`src/hdl/sccb_pkg.sv`:
```
package sccb_pkg;

    // 8-bit write address of the sensor on the SCCB bus
    localparam logic [7:0] sccb_dev_id = 8'h78;

    // Device ID plus address high, address low and data
    localparam int sccb_bytes = 4;

    typedef struct packed {
        logic [15:0] reg_addr;                      // Sensor register address
        logic [7:0]  reg_data;                      // Value to write
    } sccb_entry_s;

    // The same 24 bits, as the table sees them and as the writer sends them
    typedef union packed {
        sccb_entry_s     entry;                     // Address/data view
        logic [2:0][7:0] bytes;                     // bytes[2] goes out first
    } sccb_frame_u;

endpackage

```
`src/hdl/cam_cfg_pkg.sv`:
```
package cam_cfg_pkg;

    // Register table size and index
    localparam int cfg_entries = 20;
    typedef logic [4:0] cfg_index_t;

    // Output window defaults for 720p
    localparam logic [11:0] def_h_pixel = 12'd1280;
    localparam logic [11:0] def_v_pixel = 12'd720;

    // Total line and frame size including blanking
    localparam logic [12:0] def_total_h = 13'd2570;
    localparam logic [12:0] def_total_v = 13'd980;

    // 60 ms at 50 MHz before the first register write
    localparam logic [22:0] def_power_up_cycles = 23'd3_000_000;

    // 4 x 125 clocks per bit gives 100 kHz SCL
    localparam int def_quarter_cycles = 125;

endpackage

```
`src/hdl/sccb_req_if.sv`:
```
`timescale 1ns/1ps

interface sccb_req_if import sccb_pkg::*; ();

    logic        start;                             // One-cycle request strobe
    sccb_frame_u frame;                             // Address and data of the entry
    logic        busy;                              // Frame in progress
    logic        done;                              // Pulse when busy falls

    // Configuration side
    modport cfg (
        output start,
        input  frame,
        input  busy,
        input  done
    );

    // Bus writer side
    modport bus (
        input  start,
        input  frame,
        output busy,
        output done
    );

endinterface

```
`src/hdl/cfg_rom.sv`:
```
`timescale 1ns/1ps

module cfg_rom import sccb_pkg::*, cam_cfg_pkg::*; #(
    parameter logic [11:0] H_PIXEL = def_h_pixel,
    parameter logic [11:0] V_PIXEL = def_v_pixel,
    parameter logic [12:0] TOTAL_H = def_total_h,
    parameter logic [12:0] TOTAL_V = def_total_v
) (
    input  cfg_index_t  index,
    output sccb_frame_u frame
);

    always_comb begin
        case (index)
            // Soft reset, then back to normal mode
            5'd0:    frame.entry = {16'h3008, 8'h82};
            5'd1:    frame.entry = {16'h3008, 8'h02};
            5'd2:    frame.entry = {16'h3103, 8'h02};    // System clock from PLL
            5'd3:    frame.entry = {16'h3017, 8'hff};    // Sync and clock pins as outputs
            5'd4:    frame.entry = {16'h3018, 8'hff};    // Data pins as outputs
            5'd5:    frame.entry = {16'h3037, 8'h13};    // PLL root divider
            5'd6:    frame.entry = {16'h3108, 8'h01};    // System root divider
            5'd7:    frame.entry = {16'h4300, 8'h61};    // RGB565 output
            // Output size in pixels
            5'd8:    frame.entry = {16'h3808, 4'd0, H_PIXEL[11:8]};
            5'd9:    frame.entry = {16'h3809, H_PIXEL[7:0]};
            5'd10:   frame.entry = {16'h380a, 5'd0, V_PIXEL[10:8]};
            5'd11:   frame.entry = {16'h380b, V_PIXEL[7:0]};
            // Total size including blanking
            5'd12:   frame.entry = {16'h380c, 3'd0, TOTAL_H[12:8]};
            5'd13:   frame.entry = {16'h380d, TOTAL_H[7:0]};
            5'd14:   frame.entry = {16'h380e, 3'd0, TOTAL_V[12:8]};
            5'd15:   frame.entry = {16'h380f, TOTAL_V[7:0]};
            5'd16:   frame.entry = {16'h3035, 8'h11};    // System clock divider
            5'd17:   frame.entry = {16'h3036, 8'h5a};    // PLL multiplier
            5'd18:   frame.entry = {16'h501f, 8'h01};    // ISP format RGB
            5'd19:   frame.entry = {16'h503d, 8'h00};    // Colour bar test pattern off
            // A read-only ID register, so a stray write changes nothing
            default: frame.entry = {16'h300a, 8'h00};
        endcase
    end

endmodule

```
`src/hdl/cfg_sequencer.sv`:
```
`timescale 1ns/1ps

module cfg_sequencer import cam_cfg_pkg::*; #(
    parameter logic [22:0] POWER_UP_CYCLES = def_power_up_cycles
) (
    input  logic       clk_50M,
    input  logic       rst_n,
    sccb_req_if.cfg    req,
    output cfg_index_t index,
    output logic       init_over
);

    localparam cfg_index_t last_index = cfg_index_t'(cfg_entries - 1);

    logic [22:0] pwr_cnt;
    logic        pwr_last;
    logic        last_done;
    logic        kick;

    assign pwr_last  = (pwr_cnt == POWER_UP_CYCLES - 23'd1);
    assign last_done = req.done && (index == last_index);

    always_ff @(posedge clk_50M or negedge rst_n) begin
        if (!rst_n) begin
            pwr_cnt <= '0;
        end else if (pwr_cnt != POWER_UP_CYCLES) begin
            pwr_cnt <= pwr_cnt + 23'd1;             // Saturates at the end of the delay
        end
    end

    always_ff @(posedge clk_50M or negedge rst_n) begin
        if (!rst_n) begin
            index     <= '0;
            kick      <= 1'b0;
            req.start <= 1'b0;
            init_over <= 1'b0;
        end else begin
            kick      <= pwr_last || (req.done && !last_done);
            req.start <= kick;                      // Table output has settled by now
            if (req.done && !last_done) begin
                index <= index + cfg_index_t'(1);
            end
            if (last_done) begin
                init_over <= 1'b1;                  // Held until the next reset
            end
        end
    end

    // The writer only takes a request while it is idle
    a_start_idle: assert property (@(posedge clk_50M) disable iff (!rst_n)
        !(req.start && req.busy))
        else $error("start raised while the SCCB writer is busy");

    a_init_hold: assert property (@(posedge clk_50M) disable iff (!rst_n)
        init_over |=> init_over)
        else $error("init_over fell without a reset");

endmodule

```
`src/hdl/sccb_writer.sv`:
```
`timescale 1ns/1ps

module sccb_writer import sccb_pkg::*; #(
    parameter int QUARTER_CYCLES = 125
) (
    input  logic    clk_50M,
    input  logic    rst_n,
    sccb_req_if.bus req,
    output logic    scl,
    output logic    sda,
    output logic    sda_release
);

    localparam int QW = $clog2(QUARTER_CYCLES + 1);

    typedef enum logic [1:0] {
        ST_IDLE,
        ST_START,
        ST_DATA,
        ST_STOP
    } state_t;

    state_t      state;
    logic [QW-1:0] qcnt;                            // Clocks within a quarter bit
    logic [1:0]  qtr;                               // Quarter within a bit
    logic [3:0]  bit_cnt;                           // 0..7 data, 8 is the released bit
    logic [1:0]  byte_cnt;                          // 0 is the device ID
    sccb_frame_u frame_q;
    logic        tick;
    logic        ack_bit;
    logic [7:0]  cur_byte;
    logic        scl_nxt;
    logic        sda_nxt;
    logic        rel_nxt;

    assign req.busy = (state != ST_IDLE);
    assign tick     = req.busy && (qcnt == QW'(QUARTER_CYCLES - 1));
    assign ack_bit  = (bit_cnt == 4'd8);
    assign cur_byte = (byte_cnt == 2'd0) ? sccb_dev_id : frame_q.bytes[2'd3 - byte_cnt];

    // Frame is latched on the start strobe and held for the whole transfer
    always_ff @(posedge clk_50M) begin
        if (req.start && !req.busy) begin
            frame_q <= req.frame;
        end
    end

    always_ff @(posedge clk_50M or negedge rst_n) begin
        if (!rst_n) begin
            qcnt <= '0;
        end else if (!req.busy || tick) begin
            qcnt <= '0;
        end else begin
            qcnt <= qcnt + QW'(1);
        end
    end

    always_ff @(posedge clk_50M or negedge rst_n) begin
        if (!rst_n) begin
            state    <= ST_IDLE;
            qtr      <= '0;
            bit_cnt  <= '0;
            byte_cnt <= '0;
            req.done <= 1'b0;
        end else begin
            req.done <= 1'b0;
            if (req.start && !req.busy) begin
                state    <= ST_START;
                qtr      <= '0;
                bit_cnt  <= '0;
                byte_cnt <= '0;
            end else if (tick) begin
                qtr <= qtr + 2'd1;
                if (qtr == 2'd3) begin              // End of a bit slot
                    case (state)
                        ST_START: state <= ST_DATA;
                        ST_DATA: begin
                            if (!ack_bit) begin
                                bit_cnt <= bit_cnt + 4'd1;
                            end else if (byte_cnt == 2'(sccb_bytes - 1)) begin
                                bit_cnt <= '0;
                                state   <= ST_STOP;
                            end else begin
                                bit_cnt  <= '0;
                                byte_cnt <= byte_cnt + 2'd1;
                            end
                        end
                        ST_STOP: begin
                            state    <= ST_IDLE;
                            req.done <= 1'b1;
                        end
                        default: state <= ST_IDLE;
                    endcase
                end
            end
        end
    end

    // Line levels for each quarter of the current slot
    always_comb begin
        scl_nxt = 1'b1;
        sda_nxt = 1'b1;
        rel_nxt = 1'b1;
        case (state)
            ST_START: begin
                rel_nxt = 1'b0;
                sda_nxt = (qtr == 2'd0);            // Falls in quarter 1 with scl high
                scl_nxt = (qtr != 2'd3);
            end
            ST_DATA: begin
                rel_nxt = ack_bit;                  // Slave may drive the ninth bit
                sda_nxt = ack_bit || cur_byte[3'd7 - bit_cnt[2:0]];
                scl_nxt = (qtr == 2'd1) || (qtr == 2'd2);
            end
            ST_STOP: begin
                rel_nxt = 1'b0;
                sda_nxt = qtr[1];                   // Rises in quarter 2 with scl high
                scl_nxt = (qtr != 2'd0);
            end
            default: ;
        endcase
    end

    always_ff @(posedge clk_50M or negedge rst_n) begin
        if (!rst_n) begin
            scl         <= 1'b1;
            sda         <= 1'b1;
            sda_release <= 1'b1;
        end else begin
            scl         <= scl_nxt;
            sda         <= sda_nxt;
            sda_release <= rel_nxt;
        end
    end

    // Outputs trail the state by one clock
    a_sda_stable: assert property (@(posedge clk_50M) disable iff (!rst_n)
        (scl && $past(scl) && $changed(sda)) |-> ($past(state) inside {ST_START, ST_STOP}))
        else $error("sda changed while scl high outside start/stop");

    a_done_pulse: assert property (@(posedge clk_50M) disable iff (!rst_n)
        req.done |=> !req.done)
        else $error("done held for more than one cycle");

endmodule

```
`src/hdl/cam_init_top.sv`:
```
`timescale 1ns/1ps

module cam_init_top import cam_cfg_pkg::*; #(
    parameter logic [22:0] POWER_UP_CYCLES = def_power_up_cycles,
    parameter int          QUARTER_CYCLES  = def_quarter_cycles,
    parameter logic [11:0] H_PIXEL         = def_h_pixel,
    parameter logic [11:0] V_PIXEL         = def_v_pixel,
    parameter logic [12:0] TOTAL_H         = def_total_h,
    parameter logic [12:0] TOTAL_V         = def_total_v
) (
    input  logic clk_50M,
    input  logic rst_n,
    output logic init_over,
    output logic scl,
    output logic sda,
    output logic sda_release
);

    cfg_index_t index;                              // Current table entry

    sccb_req_if req ();

    cfg_sequencer #(
        .POWER_UP_CYCLES (POWER_UP_CYCLES)
    ) i_seq (
        .clk_50M   (clk_50M),
        .rst_n     (rst_n),
        .req       (req.cfg),
        .index     (index),
        .init_over (init_over)
    );

    cfg_rom #(
        .H_PIXEL (H_PIXEL),
        .V_PIXEL (V_PIXEL),
        .TOTAL_H (TOTAL_H),
        .TOTAL_V (TOTAL_V)
    ) i_rom (
        .index (index),
        .frame (req.frame)
    );

    sccb_writer #(
        .QUARTER_CYCLES (QUARTER_CYCLES)
    ) i_writer (
        .clk_50M     (clk_50M),
        .rst_n       (rst_n),
        .req         (req.bus),
        .scl         (scl),
        .sda         (sda),
        .sda_release (sda_release)
    );

endmodule

```
`config.mk`:
```
export PLATFORM = sky130hd
export DESIGN_NAME = cam_init_top
export DESIGN_NICKNAME = d
export VERILOG_FILES = /design/src/hdl/sccb_pkg.sv /design/src/hdl/cam_cfg_pkg.sv /design/src/hdl/sccb_req_if.sv /design/src/hdl/cfg_rom.sv /design/src/hdl/cfg_sequencer.sv /design/src/hdl/sccb_writer.sv /design/src/hdl/cam_init_top.sv
export SDC_FILE = /design/constraint.sdc
export NUM_CORES = 1
export LEC_CHECK = 0
export ABC_CLOCK_PERIOD_IN_PS = 6050
export BUFFER_PORTS_ARGS = -buffer_cell sky130_fd_sc_hd__buf_2
export CORE_UTILIZATION = 50
export CTS_BUF_LIST = sky130_fd_sc_hd__clkbuf_4 sky130_fd_sc_hd__clkbuf_8
export DETAILED_ROUTE_END_ITERATION = 12
export GPL_ROUTABILITY_DRIVEN = 1
export GPL_TIMING_DRIVEN = 0
export HOLD_SLACK_MARGIN = 0.15
export PLACE_DENSITY = 0.66
export SLEW_MARGIN = 30
export SYNTH_ARGS = -nofsm -noshare
export SYNTH_HDL_FRONTEND = slang
export SYNTH_SLANG_ARGS = --single-unit
```
`constraint.sdc`:
```
create_clock -name clk_50M -period 6.05 [get_ports clk_50M]
set_input_delay 0.3025 -clock clk_50M [delete_from_list [all_inputs] [get_ports clk_50M]]
set_output_delay 0.3025 -clock clk_50M [all_outputs]
set_load 0.02 [all_outputs]
```
---- After elaboration in Yosys (flattened, before gate mapping) ----
Memories as Yosys holds them, arrays and structs flattened. A register that Yosys moved wholly into a read port is not among the register bits.
Cells that the tools add are included.
word-level totals
  flip-flop bits (word level) ............. 76
  memory bits (read-only) ................. 640
  output and inout bits ................... 4
  logic and storage cells ................. 96
  memories ................................ 1
memory list
  name             depth  bits a word  rd ports  clocked after memory_dff  write ports  RTL line       source
  (no name shown)  32     20           1         1                         0            cfg_rom.sv:14  case (index)
cells by class
  add/subtract/negate cells ............... 8
  $lt $le $gt $ge ......................... 2
  eq/ne operators ......................... 16
  multiplexer cells ....................... 32
  reductions and logical operators ........ 22
operators by type and width
  operator                                                                 count
  2-bit two-way mux                                                        13
  23-bit by 1-bit adder with 23-bit output, second input constant          1
  23-bit by 22-bit equality test with 1-bit output, second input constant  1
  23-bit by 22-bit != test with 1-bit output, second input constant        1
  4-bit two-way mux                                                        5
  8-bit binary-select mux with 2-bit select                                1
  8-bit two-way mux                                                        2
  2-bit nonzero test                                                       6
  2-bit equality test, second input constant                               5
  7-bit by 1-bit adder with 7-bit output, second input constant            1
  7-bit equality test, second input constant                               1
  7-bit two-way mux                                                        1
  3-bit by 1-bit != test with 1-bit output, second input constant          2
  1-bit case mux with 3 select lines                                       2
  5-bit by 1-bit adder with 5-bit output, second input constant            1
  5-bit equality test, second input constant                               1
  1-bit two-way mux                                                        5
  5-bit AND reduction                                                      1
  2-bit by 1-bit adder with 2-bit output, second input constant            2
  4-bit by 1-bit adder with 4-bit output, second input constant            1
  2-bit by 1-bit equality test with 1-bit output, second input constant    2
  4-bit equality test, second input constant                               1
  1-bit logical AND                                                        4
  2-bit zero test                                                          2
  14 further kinds                                                         18

---- Depth between registers and ports, before layout ----
  depth after elaboration ................. 8
  depth in mapped cells ................... 8
  gate-level depth less buffers ........... 7

---- By module ----
From an unflattened synthesis, not the netlist that was laid out.
second synthesis, totals
  cells, all modules ...................... 373
  area total of the unflattened synthesis .. 4083.9 µm²
modules (own cells, without submodules)
  module         times used  cells an instance  area each (µm²)  sequential area each (µm²)
  sccb_writer    1           174                2130.8           1249.9
  cfg_sequencer  1           117                1397.6           775.7
  cfg_rom        1           82                 555.5            0.0

---- Worst setup path after synthesis ----
No wires, ideal clock.
  path kind ............................... reg2reg
  from .................................... register i_writer.state[0]
  to ...................................... register i_writer.state[1]
  setup time .............................. 125 ps
  arrival time ............................ 2176 ps
  data required time ...................... 5925 ps
  slack ................................... 3750 ps
  cell stages (with the launch flop) ...... 8
  path buffers ............................ 1
  clock period less this slack ............ 2300 ps
  path through ............................ dfrtp_1 > inv_1 > ha_1 > and2_1 > clkbuf_1 > a21oi_1 > nor2_1 > mux2_2
on the way
  longest elaborated chain between the ends .. 5
  elaborated cells between the ends (all ways) .. 15
  those cells by class .................... 4 x eq/ne; 4 x mux; 7 x reduce/logical
RTL lines
  element                                                                       RTL line                              source
  from (decl)                                                                   sccb_writer.sv:23                     state_t state;
  from (signal assigned)                                                        sccb_writer.sv:60                     state <= ST_IDLE;
  from (signal assigned)                                                        sccb_writer.sv:68                     state <= ST_START;
  from (signal assigned)                                                        sccb_writer.sv:76                     ST_START: state <= ST_DATA;
  2-bit equality test, or another cell as far along                             sccb_writer.sv:75                     case (state)
  2-bit case mux with 2 select lines / 1-bit zero test (equally long branches)  sccb_writer.sv:75, sccb_writer.sv:67
  2-bit two-way mux / 1-bit logical AND (equally long branches)                 sccb_writer.sv:74, sccb_writer.sv:67
  2-bit two-way mux, or another cell as far along                               sccb_writer.sv:72                     end else if (tick) begin
  2-bit two-way mux / 4-bit AND reduction (equally long branches)               --
Parallel ways exist; a longest one is shown, timed or not. The select of a mux whose other input is x is not followed.
A chain may end at the register's enable or synchronous reset.

---- Final worst setup path ----
Same ends and word-level chain as after synthesis.

==> impl_metrics.csv <==
group,metric,value,unit
clocking,cts_tree,"yes",
floorplan,die_w,89.8,um
synthesis,yosysSeqAreaShare,49.5,%
grt,grt_pass1_wl,12.1,mm
grt,grt_pass1_vias,2503,
pwr,p_per_area,211,mW/mm2
clocking,cts_buffer_depth,2,
sta,final.setup_skew,0.00951,ns
worst_setup_path,endpoint_kind,"register",
synthesis,yosysWarnings,0,
final_layout,design_area,0.00421,mm2
drt,antenna_left,0,
synthesis,synth_edf_count,20,
sta,setup_viol,0,
clocking,root_buffer,"clkbuf_8",
worst_setup_path,crit_path_max_fanout,28,
synthesis,syn_area,0.00385,mm2
pwr,power_switching,193,uW
grt,grt_max_degree,53,
grt,grt_overflow,0,
synthesis,ys_types,56,
drt,drt-initial-drc-count,126,
sta,rsz0062_at_grt,"no",
synthesis,synth_nets,388,
clocking,post_cts_resized,0,
sta,fmax,0.454,GHz
clocking,cts_num_sinks,72,
sta,finalCritPeriodShare,36.4,%
synthesis,synth_top_flop_cell,"dfrtp_1",
min_path,hp-class,"register to register",
placement,placed_area,0.00400,mm2
worst_setup_path,arrival,2.43,ns
placement,place.gp.congestion,0.883,
floorplan,num_rows,31,
synthesis,synthArstFlopShare,72.2,%
drt,drt_wl_total,6.94,mm
drt,vias_per_cell,5.38,
final_layout,nets,405,
drt,drt_pass1_iterations,4,
pwr,p_sw_share,21.8,%
placement,hpwlAfterDp,4.89,mm
synthesis,synthCells,363,
clocking,cts_setup_buffers,0,
floorplan,die_area,0.00806,mm2
final_layout,layout-drive-gt1-share,10.9,%
run_status,outcome,"finished, final reports clean",
floorplan,ios,6,
worst_setup_path,worstPathRequired,6.28,ns
clocking,clkLatencyLatePin,0.35,ns
final_layout,fin_cells,484,
sta,period_minus_slack,2.20,ns
synthesis,synth_seq_cells,72,
final_layout,diodes,0,
sta,hold_ws,0.346,ns
sta,hold_violations,0,
worst_setup_path,path_class,"register to register",
pwr,pwr-share-clk,43.2,%
drt,vias,2606,
pwr,ir_drop,0.112,mV
job,maxCapViolCount,0,
floorplan,core_area,0.00733,mm2
grt,antenna_found_initial,0,
grt,grtUsageTotal,18.9,%
clocking,numCtsBuffers,9,
pwr,cellLeakagePower,1.72,nW
pwr,internal_power,695,uW
sta,setup_tns,0,ns
synthesis,syn_area_per_cell,10.6,um2
sta,relSlewSlack,51.6,%
placement,dp.cells,467,
clocking,cts.clk_slew.worst_paths,0.08,ns
final_layout,syn2layout_area_growth,9.42,%
sta,worst_pin_slew,0.719,ns
floorplan,die_h,89.8,um
worst_setup_path,startpoint_type,"register",
pwr,p_seq_share,56.0,%
pwr,power_frac_comb,0.8,%
clocking,h-tree-depth,3,
floorplan,start_util,52.5,%
drt,wl_per_cell,14.3,um
final_layout,n_fill_cell,634,
placement,port_buffers,5,
sta,drv_slew,0,
drt,drc,0,
[synthesized netlist by cell type, drive strengths merged, types with 2 or more instances]
master / count / share of area (%)
dfrtp: 49 / 32
nor2: 31 / 3.0
inv: 24 / 2.3
ha: 23 / 7.5
xnor2: 23 / 5.2
nand2: 21 / 2.0
edfxtp: 20 / 16
nand3: 20 / 2.6
a21oi: 18 / 2.3
o21ai: 14 / 1.8
mux2i: 12 / 3.1
clkbuf: 11 / 1.1
xor2: 9 / 2.0
nor3: 8 / 1.3
and3: 7 / 1.2
nand4: 7 / 1.1
mux2: 6 / 1.8
nand2b: 6 / 0.98
nor2b: 4 / 0.65
a21o: 3 / 0.58
a31oi: 3 / 0.49
and2: 3 / 0.49
dfstp: 3 / 2.0
nor4: 3 / 0.88
o22ai: 3 / 0.49
o31ai: 3 / 0.58
or3: 3 / 0.49
and4: 2 / 0.46
buf: 2 / 0.26
nand3b: 2 / 0.39
nor4b: 2 / 0.62
o311ai: 2 / 0.46
[per-stage QoR]
stage          power (mW)  utilization [%]  setup WS (ns)
5_1_grt             0.927             57.5           3.66
3_5_place_dp        0.515             54.6           3.80
3_3_place_gp        0.514             54.5           3.33
6_report            0.889             57.5           3.85
2_1_floorplan       0.507                -           3.75
4_1_cts             0.901             57.5           3.80
[layout by cell type (no fill, tap or decap), types with 4 or more instances in the layout]
cell | synthesis | routed
xnor2_1 | 23 | 23
nor2b_1 | 4 | 4
edfxtp_1 | 20 | 20
nand3_1 | 20 | 20
clkbuf_1 | 11 | 10
mux2i_1 | 12 | 12
xor2_1 | 9 | 9
inv_1 | 23 | 23
ha_1 | 23 | 23
dfrtp_1 | 49 | 49
clkbuf_8 | 0 | 9
buf_2 | 2 | 6
o21ai_0 | 12 | 12
nand2_1 | 21 | 21
nor3_1 | 7 | 7
a21oi_1 | 18 | 18
and3_1 | 6 | 6
nand2b_1 | 6 | 6
mux2_2 | 5 | 5
nor2_1 | 31 | 31
nand4_1 | 7 | 7
[worst max-delay path, cell delays in order, from the launching register on]
cell      delay, ns
dfrtp_1        0.41
inv_1          0.13
ha_1           0.33
and2_1         0.17
clkbuf_2       0.50
a21oi_1        0.08
nor2_1         0.13
mux2_2         0.34
[sequential cells by signal, indices dropped and copies added, names as in the netlist]
signal	cells
i_writer.scl	1
i_writer.sda	1
i_writer.frame_q	20
i_seq.pwr_cnt	23
i_writer.qtr	2
i_writer.state	2
i_seq.req.start	1
i_writer.sda_release	1
i_seq.index	5
i_writer.bit_cnt	4
i_writer.qcnt	7
i_writer.byte_cnt	2
i_seq.kick	1
i_seq.init_over	1
i_writer.req.done	1
[kinds of logic (layout without fill, tap and decap cells)]
| family | after synthesis | after routing | share of synthesized area (%) |
|---|---|---|---|
| multiplexers | 19 | 19 | 5.46 |
| adder cells (fa/ha/maj) | 23 | 23 | 7.47 |
| AO/OA/AOI/OAI | 55 | 55 | 8.81 |
| AND/OR/NAND/NOR | 125 | 125 | 17.8 |
| buffers and inverters | 37 | 59 | 3.67 |
| XOR/XNOR | 32 | 32 | 7.28 |
| flip-flops | 72 | 72 | 49.5 |
[per-layer routing]
layer / vias to the layer above / GRT usage, % / wire length, um
met4: 0 / 7.51 / 89
met3: 8 / 4.57 / 182
met2: 30 / 28.1 / 3160
met1: 1252 / 26.6 / 3510
met5: - / 0 / 0
li1: 1316 / - / -
[path summary, 6_finish.rpt]
path                                   start             endpoint  slack [ns]  depth (start not counted)
max in group asynchronous              rst_n     i_seq.pwr_cnt[6]        5.09                          2
min                               i_seq.kick      i_seq.req.start        0.35                          0
max reg2reg                i_writer.state[0]    i_writer.state[1]        3.85                          7
max                        i_writer.state[0]    i_writer.state[1]        3.85                          7
min in group asynchronous              rst_n  i_writer.bit_cnt[2]        0.52                          2
min reg2reg                       i_seq.kick      i_seq.req.start        0.35                          0
[power by group through the flow]
stage / registers [mW] / logic (mW) / clock network [mW]
after floorplan: 0.507 / 0.000000733 / 0
after global placement: 0.507 / 0.00727 / 0
after detailed placement: 0.507 / 0.00765 / 0
after CTS: 0.497 / 0.00801 / 0.395
after global routing: 0.497 / 0.00893 / 0.421
final: 0.497 / 0.00736 / 0.384
[area by class of cell]
class | count | area [um2] | share of cell area [%]
Tap cell | 99 | 124 | 2.94
Sequential cell | 72 | 1910 | 45.2
Clock inverter | 6 | 68.8 | 1.63
Timing Repair Buffer | 6 | 37.5 | 0.891
Clock buffer | 10 | 131 | 3.12
Buffer | 13 | 52.6 | 1.25
Inverter | 24 | 90.1 | 2.14
Multi-Input combinational cell | 254 | 1800 | 42.8
[timing repair]
| item | in CTS | in global routing |
|---|---|---|
| setup endpoints to repair | 0 | 0 |
| hold endpoints to repair | 49 | 0 |
| hold buffers | 1 | 0 |
(Power assumes the default switching activity.)
